**src/hdl/xm_pkg.sv**
```systemverilog
// ~~~~~~~~~~~~~~~~~~~~~~~~~~~~~~~~~~~~~~~~~~~~~~~~~~
// Shared types and register map of the host register
// interface. Holds the register numbers and the bit
// positions of the SYS_CTRL status fields.
// ~~~~~~~~~~~~~~~~~~~~~~~~~~~~~~~~~~~~~~~~~~~~~~~~~~
`default_nettype none

package xm_pkg;

typedef logic [15:0] word_t;    // register or vram data word
typedef logic [15:0] addr_t;    // vram word address
typedef logic [7:0]  byte_t;    // host bus byte

// host visible register numbers
typedef enum logic [3:0] {
    XM_SYS_CTRL  = 4'h0,
    XM_INT_CTRL  = 4'h1,        // dropped, reads zero
    XM_TIMER     = 4'h2,
    XM_RD_XADDR  = 4'h3,        // dropped
    XM_WR_XADDR  = 4'h4,        // dropped
    XM_XDATA     = 4'h5,        // dropped
    XM_RD_INCR   = 4'h6,
    XM_RD_ADDR   = 4'h7,
    XM_WR_INCR   = 4'h8,
    XM_WR_ADDR   = 4'h9,
    XM_DATA      = 4'hA,
    XM_DATA_2    = 4'hB,
    XM_UNUSED_0C = 4'hC,
    XM_UNUSED_0D = 4'hD,
    XM_UNUSED_0E = 4'hE,
    XM_UNUSED_0F = 4'hF
} xm_reg_e;

// SYS_CTRL field positions
localparam int SYS_MEM_WAIT_BIT = 15;   // vram access in progress
localparam int SYS_HBLANK_BIT   = 11;
localparam int SYS_VBLANK_BIT   = 10;
localparam int WRMASK_W         = 4;    // nibble write mask width

endpackage

`default_nettype wire

```
**src/hdl/bus_sync.sv**
```systemverilog
// ~~~~~~~~~~~~~~~~~~~~~~~~~~~~~~~~~~~~~~~~~~~~~~~~~~
// Host bus synchronizer. Brings the asynchronous
// 8-bit bus into the clock domain and turns each bus
// cycle into one read strobe or one write strobe.
// ~~~~~~~~~~~~~~~~~~~~~~~~~~~~~~~~~~~~~~~~~~~~~~~~~~
`default_nettype none

module bus_sync (
    input  wire logic            clk,
    input  wire logic            reset_i,
    input  wire logic            bus_cs_n_i,        // chip select, active low
    input  wire logic            bus_rd_nwr_i,      // 1 read, 0 write
    input  wire logic [3:0]      bus_reg_num_i,
    input  wire logic            bus_bytesel_i,     // 0 even byte, 1 odd byte
    input  wire xm_pkg::byte_t   bus_data_i,
    output      logic            wr_strobe_o,
    output      logic            rd_strobe_o,
    output      xm_pkg::xm_reg_e reg_num_o,
    output      logic            bytesel_o,
    output      xm_pkg::byte_t   bytedata_o
);
    import xm_pkg::*;

    logic [2:0] cs_n_sync;          // two sync stages plus previous value
    logic [1:0] rd_nwr_sync;
    logic [3:0] reg_num_ff1;
    logic [3:0] reg_num_ff2;
    logic       bytesel_ff1;
    logic       bytesel_ff2;
    byte_t      data_ff1;
    byte_t      data_ff2;
    logic       cs_fall;

    assign cs_fall = cs_n_sync[2] & ~cs_n_sync[1];  // synchronized select just went low

    always_ff @(posedge clk) begin
        if (reset_i) begin
            cs_n_sync   <= 3'b111;
            rd_nwr_sync <= 2'b11;
            wr_strobe_o <= 1'b0;
            rd_strobe_o <= 1'b0;
        end else begin
            cs_n_sync   <= {cs_n_sync[1:0], bus_cs_n_i};
            rd_nwr_sync <= {rd_nwr_sync[0], bus_rd_nwr_i};
            wr_strobe_o <= cs_fall & ~rd_nwr_sync[1];
            rd_strobe_o <= cs_fall & rd_nwr_sync[1];
        end
    end

    // bus payload, stable while select is low
    always_ff @(posedge clk) begin
        reg_num_ff1 <= bus_reg_num_i;
        reg_num_ff2 <= reg_num_ff1;
        bytesel_ff1 <= bus_bytesel_i;
        bytesel_ff2 <= bytesel_ff1;
        data_ff1    <= bus_data_i;
        data_ff2    <= data_ff1;
        if (cs_fall) begin
            reg_num_o  <= xm_reg_e'(reg_num_ff2);  // held until next strobe
            bytesel_o  <= bytesel_ff2;
            bytedata_o <= data_ff2;
        end
    end

endmodule

`default_nettype wire

```
**src/hdl/tick_timer.sv**
```systemverilog
// ~~~~~~~~~~~~~~~~~~~~~~~~~~~~~~~~~~~~~~~~~~~~~~~~~~
// Free running 16-bit timer in steps of 1/10 ms.
// A fractional accumulator divides the clock by the
// ratio TIMER_CLK_REDUCED / TIMER_HZ_REDUCED.
// ~~~~~~~~~~~~~~~~~~~~~~~~~~~~~~~~~~~~~~~~~~~~~~~~~~
`default_nettype none

module tick_timer #(
    parameter int TIMER_CLK_REDUCED = 5025,     // clock side of reduced fraction
    parameter int TIMER_HZ_REDUCED  = 2         // timer side of reduced fraction
) (
    input  wire logic          clk,
    input  wire logic          reset_i,
    output      xm_pkg::word_t timer_count_o
);

    localparam int FRAC_BITS = $clog2(TIMER_CLK_REDUCED) + 1;  // extra bit is the sign

    localparam logic [FRAC_BITS-1:0] STEP_TICK =
        FRAC_BITS'(TIMER_HZ_REDUCED - TIMER_CLK_REDUCED);
    localparam logic [FRAC_BITS-1:0] STEP_IDLE = FRAC_BITS'(TIMER_HZ_REDUCED);

    logic [FRAC_BITS-1:0] frac_acc;
    logic                 tick;

    assign tick = ~frac_acc[FRAC_BITS-1];   // accumulator back to non negative

    always_ff @(posedge clk) begin
        if (reset_i) begin
            frac_acc      <= '0;
            timer_count_o <= '0;
        end else begin
            if (tick) begin
                frac_acc      <= frac_acc + STEP_TICK;
                timer_count_o <= timer_count_o + 16'd1;
            end else begin
                frac_acc      <= frac_acc + STEP_IDLE;
            end
        end
    end

endmodule

`default_nettype wire

```
**src/hdl/xm_reg_file.sv**
```systemverilog
// ~~~~~~~~~~~~~~~~~~~~~~~~~~~~~~~~~~~~~~~~~~~~~~~~~~
// Register file of the host interface. Decodes byte
// writes and reads, keeps the VRAM address and
// increment registers, issues VRAM reads and writes
// and drives the read-back byte.
// ~~~~~~~~~~~~~~~~~~~~~~~~~~~~~~~~~~~~~~~~~~~~~~~~~~
`default_nettype none

module xm_reg_file (
    input  wire logic                          clk,
    input  wire logic                          reset_i,
    input  wire logic                          wr_strobe_i,
    input  wire logic                          rd_strobe_i,
    input  wire xm_pkg::xm_reg_e               reg_num_i,
    input  wire logic                          bytesel_i,     // 0 even (high) byte
    input  wire xm_pkg::byte_t                 bytedata_i,
    input  wire xm_pkg::word_t                 timer_count_i,
    input  wire logic                          h_blank_i,
    input  wire logic                          v_blank_i,
    input  wire logic                          vram_ack_i,
    input  wire xm_pkg::word_t                 vram_data_i,
    output      xm_pkg::byte_t                 bus_data_o,
    output      logic                          vram_sel_o,
    output      logic                          vram_wr_o,
    output      logic [xm_pkg::WRMASK_W-1:0]   vram_wrmask_o,
    output      xm_pkg::addr_t                 vram_addr_o,
    output      xm_pkg::word_t                 vram_data_o
);
    import xm_pkg::*;

    word_t  reg_rd_incr;
    addr_t  reg_rd_addr;
    word_t  reg_wr_incr;
    addr_t  reg_wr_addr;
    word_t  reg_data;           // last word read from vram
    byte_t  reg_data_even;      // high byte of DATA waiting for low byte
    byte_t  timer_latch;        // timer low byte at last high byte read
    logic   rd_incr_flag;
    logic   wr_incr_flag;
    logic   mem_wait;
    word_t  rd_word;

    // busy until the address has advanced after the ack
    assign mem_wait = vram_sel_o | rd_incr_flag | wr_incr_flag;

    always_comb begin
        rd_word = '0;
        case (reg_num_i)
            XM_SYS_CTRL: begin
                rd_word[SYS_MEM_WAIT_BIT] = mem_wait;
                rd_word[SYS_HBLANK_BIT]   = h_blank_i;
                rd_word[SYS_VBLANK_BIT]   = v_blank_i;
                rd_word[WRMASK_W-1:0]     = vram_wrmask_o;
            end
            XM_TIMER:   rd_word = {timer_count_i[15:8], timer_latch};
            XM_RD_INCR: rd_word = reg_rd_incr;
            XM_RD_ADDR: rd_word = reg_rd_addr;
            XM_WR_INCR: rd_word = reg_wr_incr;
            XM_WR_ADDR: rd_word = reg_wr_addr;
            XM_DATA,
            XM_DATA_2:  rd_word = reg_data;
            default:    rd_word = '0;               // dropped and unused registers
        endcase
    end

    assign bus_data_o = bytesel_i ? rd_word[7:0] : rd_word[15:8];

    always_ff @(posedge clk) begin
        if (reset_i) begin
            vram_sel_o    <= 1'b0;
            vram_wr_o     <= 1'b0;
            vram_wrmask_o <= '1;
            vram_addr_o   <= '0;
            vram_data_o   <= '0;
            reg_rd_incr   <= '0;
            reg_rd_addr   <= '0;
            reg_wr_incr   <= '0;
            reg_wr_addr   <= '0;
            reg_data      <= '0;
            reg_data_even <= '0;
            timer_latch   <= '0;
            rd_incr_flag  <= 1'b0;
            wr_incr_flag  <= 1'b0;
        end else begin
            rd_incr_flag <= 1'b0;
            wr_incr_flag <= 1'b0;

            if (vram_sel_o && vram_ack_i) begin
                if (vram_wr_o) begin
                    wr_incr_flag <= 1'b1;
                end else begin
                    reg_data     <= vram_data_i;    // read data valid in ack cycle
                    rd_incr_flag <= 1'b1;
                end
                vram_sel_o <= 1'b0;
                vram_wr_o  <= 1'b0;
            end

            if (rd_incr_flag) begin
                reg_rd_addr <= reg_rd_addr + reg_rd_incr;
            end
            if (wr_incr_flag) begin
                reg_wr_addr <= reg_wr_addr + reg_wr_incr;
            end

            if (wr_strobe_i) begin
                case (reg_num_i)
                    XM_SYS_CTRL: begin
                        if (bytesel_i) begin
                            vram_wrmask_o <= bytedata_i[WRMASK_W-1:0];
                        end
                    end
                    XM_RD_INCR: begin
                        if (!bytesel_i) begin
                            reg_rd_incr[15:8] <= bytedata_i;
                        end else begin
                            reg_rd_incr[7:0]  <= bytedata_i;
                        end
                    end
                    XM_RD_ADDR: begin
                        if (!bytesel_i) begin
                            reg_rd_addr[15:8] <= bytedata_i;
                        end else begin
                            reg_rd_addr[7:0]  <= bytedata_i;
                            if (!mem_wait) begin            // read at the new address
                                vram_sel_o  <= 1'b1;
                                vram_wr_o   <= 1'b0;
                                vram_addr_o <= {reg_rd_addr[15:8], bytedata_i};
                            end
                        end
                    end
                    XM_WR_INCR: begin
                        if (!bytesel_i) begin
                            reg_wr_incr[15:8] <= bytedata_i;
                        end else begin
                            reg_wr_incr[7:0]  <= bytedata_i;
                        end
                    end
                    XM_WR_ADDR: begin
                        if (!bytesel_i) begin
                            reg_wr_addr[15:8] <= bytedata_i;
                        end else begin
                            reg_wr_addr[7:0]  <= bytedata_i;
                        end
                    end
                    XM_DATA,
                    XM_DATA_2: begin
                        if (!bytesel_i) begin
                            reg_data_even <= bytedata_i;
                        end else if (!mem_wait) begin   // whole word write
                            vram_sel_o  <= 1'b1;
                            vram_wr_o   <= 1'b1;
                            vram_addr_o <= reg_wr_addr;
                            vram_data_o <= {reg_data_even, bytedata_i};
                        end
                    end
                    default: begin
                    end
                endcase
            end

            if (rd_strobe_i) begin
                if (!bytesel_i && reg_num_i == XM_TIMER) begin
                    timer_latch <= timer_count_i[7:0];
                end
                // pre-read of the next word after the low byte of DATA
                if (bytesel_i && (reg_num_i == XM_DATA || reg_num_i == XM_DATA_2)
                    && !mem_wait) begin
                    vram_sel_o  <= 1'b1;
                    vram_wr_o   <= 1'b0;
                    vram_addr_o <= reg_rd_addr;
                end
            end
        end
    end

endmodule

`default_nettype wire

```
**src/hdl/xm_regs.sv**
```systemverilog
// ~~~~~~~~~~~~~~~~~~~~~~~~~~~~~~~~~~~~~~~~~~~~~~~~~~
// Host register interface of the video controller.
// Ties the bus synchronizer, the 1/10 ms timer and
// the register file together.
// ~~~~~~~~~~~~~~~~~~~~~~~~~~~~~~~~~~~~~~~~~~~~~~~~~~
`default_nettype none

module xm_regs #(
    parameter int TIMER_CLK_REDUCED = 5025,
    parameter int TIMER_HZ_REDUCED  = 2
) (
    input  wire logic                          clk,
    input  wire logic                          reset_i,
    input  wire logic                          bus_cs_n_i,
    input  wire logic                          bus_rd_nwr_i,
    input  wire logic [3:0]                    bus_reg_num_i,
    input  wire logic                          bus_bytesel_i,
    input  wire xm_pkg::byte_t                 bus_data_i,
    output      xm_pkg::byte_t                 bus_data_o,
    input  wire logic                          vram_ack_i,
    input  wire xm_pkg::word_t                 vram_data_i,
    output      logic                          vram_sel_o,
    output      logic                          vram_wr_o,
    output      logic [xm_pkg::WRMASK_W-1:0]   vram_wrmask_o,
    output      xm_pkg::addr_t                 vram_addr_o,
    output      xm_pkg::word_t                 vram_data_o,
    input  wire logic                          h_blank_i,
    input  wire logic                          v_blank_i
);
    import xm_pkg::*;

    logic    wr_strobe;
    logic    rd_strobe;
    xm_reg_e reg_num;
    logic    bytesel;
    byte_t   bytedata;
    word_t   timer_count;

    bus_sync u_bus_sync (
        .clk           (clk),
        .reset_i       (reset_i),
        .bus_cs_n_i    (bus_cs_n_i),
        .bus_rd_nwr_i  (bus_rd_nwr_i),
        .bus_reg_num_i (bus_reg_num_i),
        .bus_bytesel_i (bus_bytesel_i),
        .bus_data_i    (bus_data_i),
        .wr_strobe_o   (wr_strobe),
        .rd_strobe_o   (rd_strobe),
        .reg_num_o     (reg_num),
        .bytesel_o     (bytesel),
        .bytedata_o    (bytedata)
    );

    tick_timer #(
        .TIMER_CLK_REDUCED (TIMER_CLK_REDUCED),
        .TIMER_HZ_REDUCED  (TIMER_HZ_REDUCED)
    ) u_tick_timer (
        .clk           (clk),
        .reset_i       (reset_i),
        .timer_count_o (timer_count)
    );

    xm_reg_file u_reg_file (
        .clk           (clk),
        .reset_i       (reset_i),
        .wr_strobe_i   (wr_strobe),
        .rd_strobe_i   (rd_strobe),
        .reg_num_i     (reg_num),
        .bytesel_i     (bytesel),
        .bytedata_i    (bytedata),
        .timer_count_i (timer_count),
        .h_blank_i     (h_blank_i),
        .v_blank_i     (v_blank_i),
        .vram_ack_i    (vram_ack_i),
        .vram_data_i   (vram_data_i),
        .bus_data_o    (bus_data_o),
        .vram_sel_o    (vram_sel_o),
        .vram_wr_o     (vram_wr_o),
        .vram_wrmask_o (vram_wrmask_o),
        .vram_addr_o   (vram_addr_o),
        .vram_data_o   (vram_data_o)
    );

endmodule

`default_nettype wire

```
**config.mk**
```make
export PLATFORM = sky130hd
export DESIGN_NAME = xm_regs
export DESIGN_NICKNAME = d
export VERILOG_FILES = /design/src/hdl/xm_pkg.sv /design/src/hdl/bus_sync.sv /design/src/hdl/tick_timer.sv /design/src/hdl/xm_reg_file.sv /design/src/hdl/xm_regs.sv
export SDC_FILE = /design/constraint.sdc
export NUM_CORES = 1
export LEC_CHECK = 0
export ABC_AREA = 1
export BUFFER_PORTS_ARGS = -buffer_cell sky130_fd_sc_hd__buf_4
export CORE_MARGIN = 2
export CORE_UTILIZATION = 55
export CTS_BUF_LIST = sky130_fd_sc_hd__clkbuf_2 sky130_fd_sc_hd__clkbuf_4 sky130_fd_sc_hd__clkbuf_8
export DETAILED_ROUTE_END_ITERATION = 7
export PLACE_DENSITY_LB_ADDON = 0.05
export SLEW_MARGIN = 20
export SYNTH_ARGS = -nofsm -noshare
export SYNTH_HDL_FRONTEND = slang
export SYNTH_SLANG_ARGS = --single-unit
```
**constraint.sdc**
```tcl
create_clock -name clk -period 2 [get_ports clk]
set_input_delay 0.1 -clock clk [delete_from_list [all_inputs] [get_ports clk]]
set_output_delay 0.1 -clock clk [all_outputs]
set_load 0.02 [all_outputs]
```
==> results.cfg, run 1 <==
[power]
total_power_mw = 8.74
comb_power_share_pct = 4.5
seq_power_share_pct = 50.3
ir_drop_mv = 0.798
p_leak_nw = 6.15
p_sw_mw = 2.05
powerDensity_mw_per_mm2 = 667
intPower_mw = 6.68
p_clk_share_pct = 45.2
swShare_pct = 23.5

[grt]
grt_pass1_vias = 9837
grt_usage_pct = 32.7
grt_pass1_wl_um = 52000
antenna_found_initial = 0
overflow = 0
grt_max_degree = 52

[setup_path]
cp.required_ns = 1.90
r2r_start = u_bus_sync.reg_num_o[2]
r2r-end = u_reg_file.vram_data_o[13]
crit_arrival_ns = 2.26
r2r_setup_slack_ns = 0.10
end_kind = output pin
cpMostUsedCell = buf_4
cp_max_fo = 9
cp_slowest_cell = edfxtp_1
crit_chain = inv_2, buf_4, nand4_4, clkinvlp_4, buf_12, nand2_1, o2111ai_1, o21ai_1, o21ai_1, buf_4, buf_4
r2r_cells = 10
startpoint_type = register
cpPeakStageDelay_ns = 0.43
critPathKind = register to output pin

[placement]
dpl.hpwl_um = 24100
port_buffers = 81
placed_area_mm2 = 0.0118
place_congestion = 0.960
place_inst = 1871

[clock_tree]
htree_num_levels = 2
numCtsBuffers = 36
worstSkewPairLatency_ns = 0.54
cts_root_buffer = clkbuf_8
cts_sinks = 212
cts_max_path_buffers = 3
cts_tree = done
path_clk_slew_ns = 0.06

[synthesis]
yosys.area.top_type_share_pct = 37.3
syn_area_mm2 = 0.0107
ys.flop_type = dfxtp_1
ys_ff_latch = 212
synthArstFlopShare_pct = 0
syn_area_per_cell_um2 = 6.93
syn_nets = 1610
yosysTopAreaCell = dfxtp_1
yosysMostFrequentCell = nand2_1
yosysWarnings = 0
synth_area_leaders = dfxtp_1 (37%), nand2_1 (13%), o21ai_0 (7.5%)
synth_common_cells = nand2_1 (367), dfxtp_1 (199), inv_1 (192)
ys_seq_area_share_pct = 41.0
yosysUniqueCellTypes = 44
synth_cells = 1539
synth_edf_count = 13

[detailed_routing]
postRouteWirelength_um = 33400
dr.pass1.iters = 5
vias = 10700
via_per_inst = 5.43
routedWlPerCell_um = 16.9
ant_nets = 0
drc = 0
drt_iter0_markers = 822

[cells_and_area]
instances_no_fill = 1976
fin_nets = 1763
final_area_mm2 = 0.0131
postLayoutCoreUtil_pct = 69.3
drive_gt1_share_pct = 15.8
syn_to_final_growth_pct = 22.7
diodes = 0

[worst_hold_path]
min_path_type = primary input to register
whs_path_depth = 4
hp-start = reset_i
worstHoldEndpoint = u_tick_timer.frac_acc[10]

[run_status]
violations = negative setup slack
status = finished with violations

[sta]
setup_viol = 8
timing.fmax_mhz = 424
timing.final.hold_violations = 0
fin_skew_ns = 0.0119
relSlewSlack_pct = 66.8
drv_slew = 0
final.setup.worst_slack_ns = -0.359
min_period_ns = 2.36
layout_worst_path_cycle_share_pct = 118
setup_tns_ns = -2.45
rsz0062_at_grt = yes
worst_slew_pin_slew_ns = 0.499

[run]
cap_violations = 0

[die]
die_area_mm2 = 0.0205
floorplan.die.height_um = 143
die_w_um = 143
ios = 82
core_mm2 = 0.0189
initial_core_util_pct = 56.5
rows = 50
-- metal layers --
metal  global-route usage (%)  part of all wire (%)  vias up
li1                         -                     -     5315
met1                     43.2                    43     4866
met5                        0                     0        -
met4                     12.1                   3.5        0
met3                     5.40                   8.2       87
met2                     54.2                    46      468
-- per-stage QoR --
| stage | setup WS (ns) | hold slack [ns] |
|---|---|---|
| floorplan | 0.258 | 0.128 |
| global placement | 0.158 | 0.205 |
| detailed placement | 0.136 | 0.206 |
| CTS | -0.317 | 0.0735 |
| global route | -0.439 | 0.138 |
| finish | -0.359 | 0.101 |
-- flip-flops by register name (all words and copies together) (netlist names), 2 cells and up --
name                        count
u_reg_file.reg_data            16
u_reg_file.reg_rd_addr         16
u_reg_file.reg_rd_incr         16
u_reg_file.reg_wr_addr         16
u_reg_file.reg_wr_incr         16
u_reg_file.vram_addr_o         16
u_reg_file.vram_data_o         16
u_tick_timer.timer_count_o     16
u_tick_timer.frac_acc          14
u_bus_sync.bytedata_o           8
u_bus_sync.data_ff1             8
u_bus_sync.data_ff2             8
u_reg_file.reg_data_even        8
u_reg_file.timer_latch          8
u_bus_sync.reg_num_ff1          4
u_bus_sync.reg_num_ff2          4
u_bus_sync.reg_num_o            4
u_reg_file.vram_wrmask_o        4
u_bus_sync.cs_n_sync            3
u_bus_sync.rd_nwr_sync          2
-- power by group through the flow --
stage               Clock (mW)  Combinational [mW]  Sequential, mW
CTS                       3.98               0.386            4.39
finish                    3.95               0.396            4.40
floorplan                    0               0.189            4.46
detailed placement           0               0.324            4.49
global placement             0               0.318            4.48
global route              4.16               0.434            4.40
-- logic make-up after synthesis --
logic type | Yosys count | share of synthesized area (%)
AOI/OAI and AO/OA | 334 | 17.1
xor gates and xnor gates | 9 | 0.739
adders and majority gates | 35 | 4.25
buffers and inverters | 268 | 10.1
DFF | 212 | 41.0
and+or+nand+nor | 681 | 26.9
-- worst max-delay path: cells and delay by family, from the launching register on --
family	cells	cell delay [ns]
AO/OA/AOI/OAI	3	0.36
AND/OR/NAND/NOR	2	0.13
flip-flops	1	0.43
buffers and inverters	6	0.80
-- timing repair --
| action | CTS | global route |
|---|---|---|
| setup buffers | 9 | 1 |
| endpoints found under the setup margin | 8 | 29 |
| pin swaps | 8 | 8 |
| gates cloned | 0 | 1 |
| hold buffers | 32 | 0 |
| endpoints found under the hold margin | 33 | 0 |
| gates resized for setup | 31 | 31 |
-- how the worst max path moves through the flow --
stage,depth (start not counted),slack (ns),from,end
global placement,7,0.16,u_bus_sync.reg_num_o[2],bus_data_o[6]
detailed placement,9,0.14,u_bus_sync.reg_num_o[2],u_reg_file.vram_data_o[15]
CTS,11,-0.32,u_bus_sync.reg_num_o[3],bus_data_o[4]
floorplan,6,0.26,u_bus_sync.reg_num_o[2],bus_data_o[6]
global route,10,-0.44,u_bus_sync.reg_num_o[3],bus_data_o[0]
finish,11,-0.36,u_bus_sync.reg_num_o[3],bus_data_o[4]
-- layout make-up --
type,count,area (µm²)
Sequential cell,212,4370
Clock inverter,8,53.8
Inverter,203,772
Fill cell,1660,5800
Timing Repair Buffer,180,1550
Multi-Input combinational cell,1059,5350
Clock buffer,54,674
Tap cell,260,325
-- cell usage in the layout (no fill, tap or decap), drive strengths merged, types with 3 or more instances in the layout --
cell	Yosys	layout
nand2	374	374
inv	200	200
dfxtp	199	199
nor2	163	163
o21ai	162	162
buf	28	147
a21oi	117	117
nand3	94	94
clkbuf	37	55
ha	33	33
dlygate4sd3	0	32
o211ai	25	25
nor3	22	22
edfxtp	13	13
nand3b	10	10
clkinv	3	10
or2	7	7
xor2	7	7
o22ai	7	7
o2111ai	7	7
nand4	7	7
o31ai	5	5
o21bai	3	3
No activity file was read; power rests on OpenSTA's default activity.
==> inputs of run 2 (changes only) <==
clock period = 2.29 ns   (was 2 ns; I/O delays follow)
==> run 2 against run 1 <==
  * Sequential share of layout area up 0.14 points
  * Register-to-register slack about the same
  * Routed wire length rose by 0.14%
  * The run still ends with negative setup slack left
  * Power is 14% lower
  * Non-clock buffer count decreased by 13
  * Critical path depth is 1 lower
  * Largest cell class unchanged
  * Largest power group unchanged
  * Final cell count decreased by 0.61%
==> results.cfg, run 2 (synthesis results as in run 1) <==
[run_status]
status = finished with violations
violations = negative setup slack

[sta]
min_period_ns = 2.40
rsz0062_at_grt = yes
timing.final.hold_violations = 0
setup_viol = 8
final.setup.worst_slack_ns = -0.106
fin_skew_ns = 0.0293
layout_worst_path_cycle_share_pct = 105
drv_slew = 0
relSlewSlack_pct = 58.2
timing.fmax_mhz = 417
worst_slew_pin_slew_ns = 0.627

[grt]
grt_pass1_wl_um = 51300
overflow = 0
antenna_found_initial = 0
grt_max_degree = 86
grt_usage_pct = 32.1
grt_pass1_vias = 9912

[die]
die_w_um = 143
rows = 50
initial_core_util_pct = 56.5
floorplan.die.height_um = 143
die_area_mm2 = 0.0205
ios = 82
core_mm2 = 0.0189

[clock_tree]
cts_tree = done
numCtsBuffers = 35
cts_root_buffer = clkbuf_8
worstSkewPairLatency_ns = 0.53
cts_max_path_buffers = 3
cts_sinks = 212
htree_num_levels = 2
path_clk_slew_ns = 0.06

[detailed_routing]
vias = 10800
postRouteWirelength_um = 33400
drc = 0
ant_nets = 0
routedWlPerCell_um = 17.0
via_per_inst = 5.52
dr.pass1.iters = 8
drt_iter0_markers = 917

[setup_path]
startpoint_type = register
cp_max_fo = 11
cp.required_ns = 2.18
r2r_setup_slack_ns = 0.09
cpMostUsedCell = nand2_1
crit_arrival_ns = 2.28
end_kind = output pin
critPathKind = register to output pin
cp_slowest_cell = edfxtp_1
cpPeakStageDelay_ns = 0.51
crit_chain = nor2_2, nand2_4, inv_6, nand2_1, o21ai_0, a21oi_1, o211ai_1, nand2_1, nand2_2, buf_6

[power]
powerDensity_mw_per_mm2 = 575
total_power_mw = 7.49
p_leak_nw = 6.12
ir_drop_mv = 0.636

[cells_and_area]
fin_nets = 1752
diodes = 0
fillers = 1635
postLayoutCoreUtil_pct = 69.0
final_common_cell = nand2_1
mostFrequentLayoutCells = nand2_1 (354), dfxtp_1 (199), inv_1 (187), nor2_1 (149), o21ai_0 (141)
syn_to_final_growth_pct = 22.2
drive_gt1_share_pct = 15.7

[worst_hold_path]
min_path_type = primary input to register

[placement]
dpl.hpwl_um = 23100
port_buffers = 81
place_congestion = 0.978

[run]
cap_violations = 0
run 2: layout make-up:
class                           count  area, µm²  area share [%]
Inverter                          203        786            6.03
Timing Repair inverter              3       20.0           0.154
Timing Repair Buffer              167       1450            11.1
Sequential cell                   212       4370            33.6
Multi-Input combinational cell   1059       5390            41.3
Clock buffer                       54        656            5.03
Clock inverter                      6       36.3           0.278
Tap cell                          260        325            2.50
run 2: metal layers:
metal	vias to the layer above	track usage, %	wire length (µm)
met5	-	0	0
li1	5300	-	-
met3	131	6.41	3080
met2	546	51.5	14700
met4	0	12.3	1600
met1	4868	42.8	14100
run 2: metrics by stage:
stage	std cells	hold slack, ns	TNS, ns	instance area, µm²	worst slack [ns]
after CTS	1953	0.0208	-0.0323	12700	-0.0221
after detailed placement	1844	0.220	0	11500	0.300
after global routing	1964	0.0452	-1.26	13000	-0.141
after global placement	1844	0.219	0	11500	0.342
after floorplan	1539	0.142	0	10700	0.533
final	1964	0.0549	-0.573	13000	-0.106
run 2: worst max-delay path: cells and delay by family, from the launching register on:
kind	cells	cell delay [ns]
compound gates	3	0.31
simple gates	5	0.69
buf+inv	2	0.24
flops	1	0.51
run 2: what timing repair did:
item | CTS | global route
cloned | 3 | 3
resized for setup | 23 | 65
pin swaps | 4 | 21
hold endpoints to repair | 33 | 0
setup buffers | 14 | 8
hold buffers | 32 | 0
setup endpoints to repair | 8 | 24
run 2: report_power, final:
group	internal, mW	switching [mW]	leakage, nW
Combinational	0.154	0.190	4.01
Sequential	3.79	0.0538	1.74
Clock	1.82	1.48	0.372
run 2: final timing paths:
path | startpoint | endpoint | cells after the start
worst max-delay path | u_bus_sync.reg_num_o[0] | bus_data_o[1] | 10
worst min-delay path | reset_i | u_reg_file.rd_incr_flag | 2
worst max register to register | u_bus_sync.reg_num_o[3] | u_reg_file.vram_data_o[13] | 14
worst min register to register | u_bus_sync.data_ff1[0] | u_bus_sync.data_ff2[0] | 0
==> inputs of run 3 (changes only) <==
CORE_MARGIN = 8   (was 2)
==> run 3 against run 2 <==
  * The flow still finishes with violations (negative setup slack)
  * Combinational power is 2% lower
  * Via count is 0.54% lower
  * Critical path depth is 1 lower
  * Design area is 0.50% higher
==> results.cfg, run 3 (synthesis results as in run 1) <==
[clock_tree]
numCtsBuffers = 37
worstSkewPairLatency_ns = 0.55
cts_tree = done
cts_sinks = 212
cts_root_buffer = clkbuf_8
cts_max_path_buffers = 3
path_clk_slew_ns = 0.06
htree_num_levels = 2

[power]
powerDensity_mw_per_mm2 = 602
total_power_mw = 7.88
p_leak_nw = 6.15
ir_drop_mv = 0.604

[detailed_routing]
dr.pass1.iters = 7
routedWlPerCell_um = 17.1
drc = 0
ant_nets = 0
via_per_inst = 5.47
postRouteWirelength_um = 33800
vias = 10800
drt_iter0_markers = 884

[placement]
place_inst = 1851
place_congestion = 1.01
dpl.hpwl_um = 23600
placed_area_mm2 = 0.0116
pre_cts_slack_ns = 0.248
port_buffers = 81

[setup_path]
cp.required_ns = 2.18
crit_arrival_ns = 2.30
critPathKind = register to output pin
end_kind = output pin
startpoint_type = register
cp_max_fo = 5

[sta]
relSlewSlack_pct = 50.5
layout_worst_path_cycle_share_pct = 105
final.setup.worst_slack_ns = -0.124
setup_viol = 8
min_period_ns = 2.41
drv_slew = 0
setup_tns_ns = -0.737
rsz0062_at_grt = yes
worst_slew_pin_slew_ns = 0.743
fin_skew_ns = 0.0219
timing.final.hold_violations = 0
timing.fmax_mhz = 414

[run]
cap_violations = 0

[grt]
overflow = 0
grt_pass1_wl_um = 53200
grt_pass1_vias = 10100
grt_max_degree = 98
antenna_found_initial = 0
grt_usage_pct = 27.8

[cells_and_area]
syn_to_final_growth_pct = 22.8
drive_gt1_share_pct = 16.5
instances_no_fill = 1971
final_area_mm2 = 0.0131
final_common_cell = nand2_1
fin_nets = 1748
diodes = 0
mostFrequentLayoutCells = nand2_1 (347), dfxtp_1 (199), inv_1 (188), nor2_1 (153), o21ai_0 (140)

[die]
die_w_um = 155
die_area_mm2 = 0.0241
core_mm2 = 0.0193
initial_core_util_pct = 55.4
ios = 82
floorplan.die.height_um = 155
rows = 51

[run_status]
status = finished with violations
violations = negative setup slack

[worst_hold_path]
min_path_type = primary input to register
==> run 3: where the power goes <==
part,internal [mW],switching [mW],total [mW]
sequential,3.79,0.0570,3.84
clock,2.12,1.58,3.70
combinational,0.152,0.185,0.337
==> run 3: what timing repair did <==
action / 4_1_cts / 5_1_grt
cloned: 4 / 0
hold buffers: 32 / 0
setup endpoints to repair: 8 / 8
setup buffers: 12 / 4
pin swaps: 13 / 21
endpoints found under the hold margin: 34 / 0
gates resized for setup: 37 / 55
==> run 3: final timing paths <==
kind / end / slack (ns) / cells after the start / startpoint
worst max register to register: u_reg_file.vram_addr_o[5] / 0.16 / 9 / u_bus_sync.reg_num_o[2]
worst min register to register: u_bus_sync.reg_num_ff2[1] / 0.32 / 0 / u_bus_sync.reg_num_ff1[1]
worst max-delay path: bus_data_o[5] / -0.12 / 9 / u_bus_sync.reg_num_o[3]
worst min-delay path: u_reg_file.reg_data_even[6] / 0.13 / 4 / reset_i
==> run 3: through the flow <==
step / utilization (%) / hold WS (ns)
floorplan: - / 0.142
global placement: 60.0 / 0.219
detailed placement: 60.0 / 0.220
CTS: 67.0 / 0.113
global route: 68.0 / 0.147
finish: 68.0 / 0.132
==> run 3: per-layer routing <==
| metal | share of wire (%) | up-vias | track usage [%] | wire length (µm) |
|---|---|---|---|---|
| met5 | 0 | - | 0 | 0 |
| met4 | 3.9 | 0 | 11.3 | 1310 |
| met3 | 9.3 | 103 | 6.80 | 3140 |
| met2 | 44 | 511 | 43.7 | 15000 |
| met1 | 42 | 4872 | 35.9 | 14400 |
| li1 | - | 5300 | - | - |
==> run 3: final cells by class <==
type / count / area, µm²
well taps: 265 / 332
repair buffers: 162 / 1380
flip-flops and latches: 212 / 4370
fillers: 1724 / 6170
inverters: 203 / 772
clock inverters: 5 / 35.0
clock buffers: 63 / 767
repair inverters: 2 / 15.0
multi-input cells: 1059 / 5430
==> run 3: worst max-delay path, stage by stage (launching register included) <==
cell and delay [ns]:
edfxtp_1 0.47, buf_4 0.18, nand2_2 0.08, nor2_4 0.05, buf_2 0.16, nand2_1 0.10, o21ai_0 0.12, o31ai_2 0.31
o21ai_2 0.13, buf_6 0.15
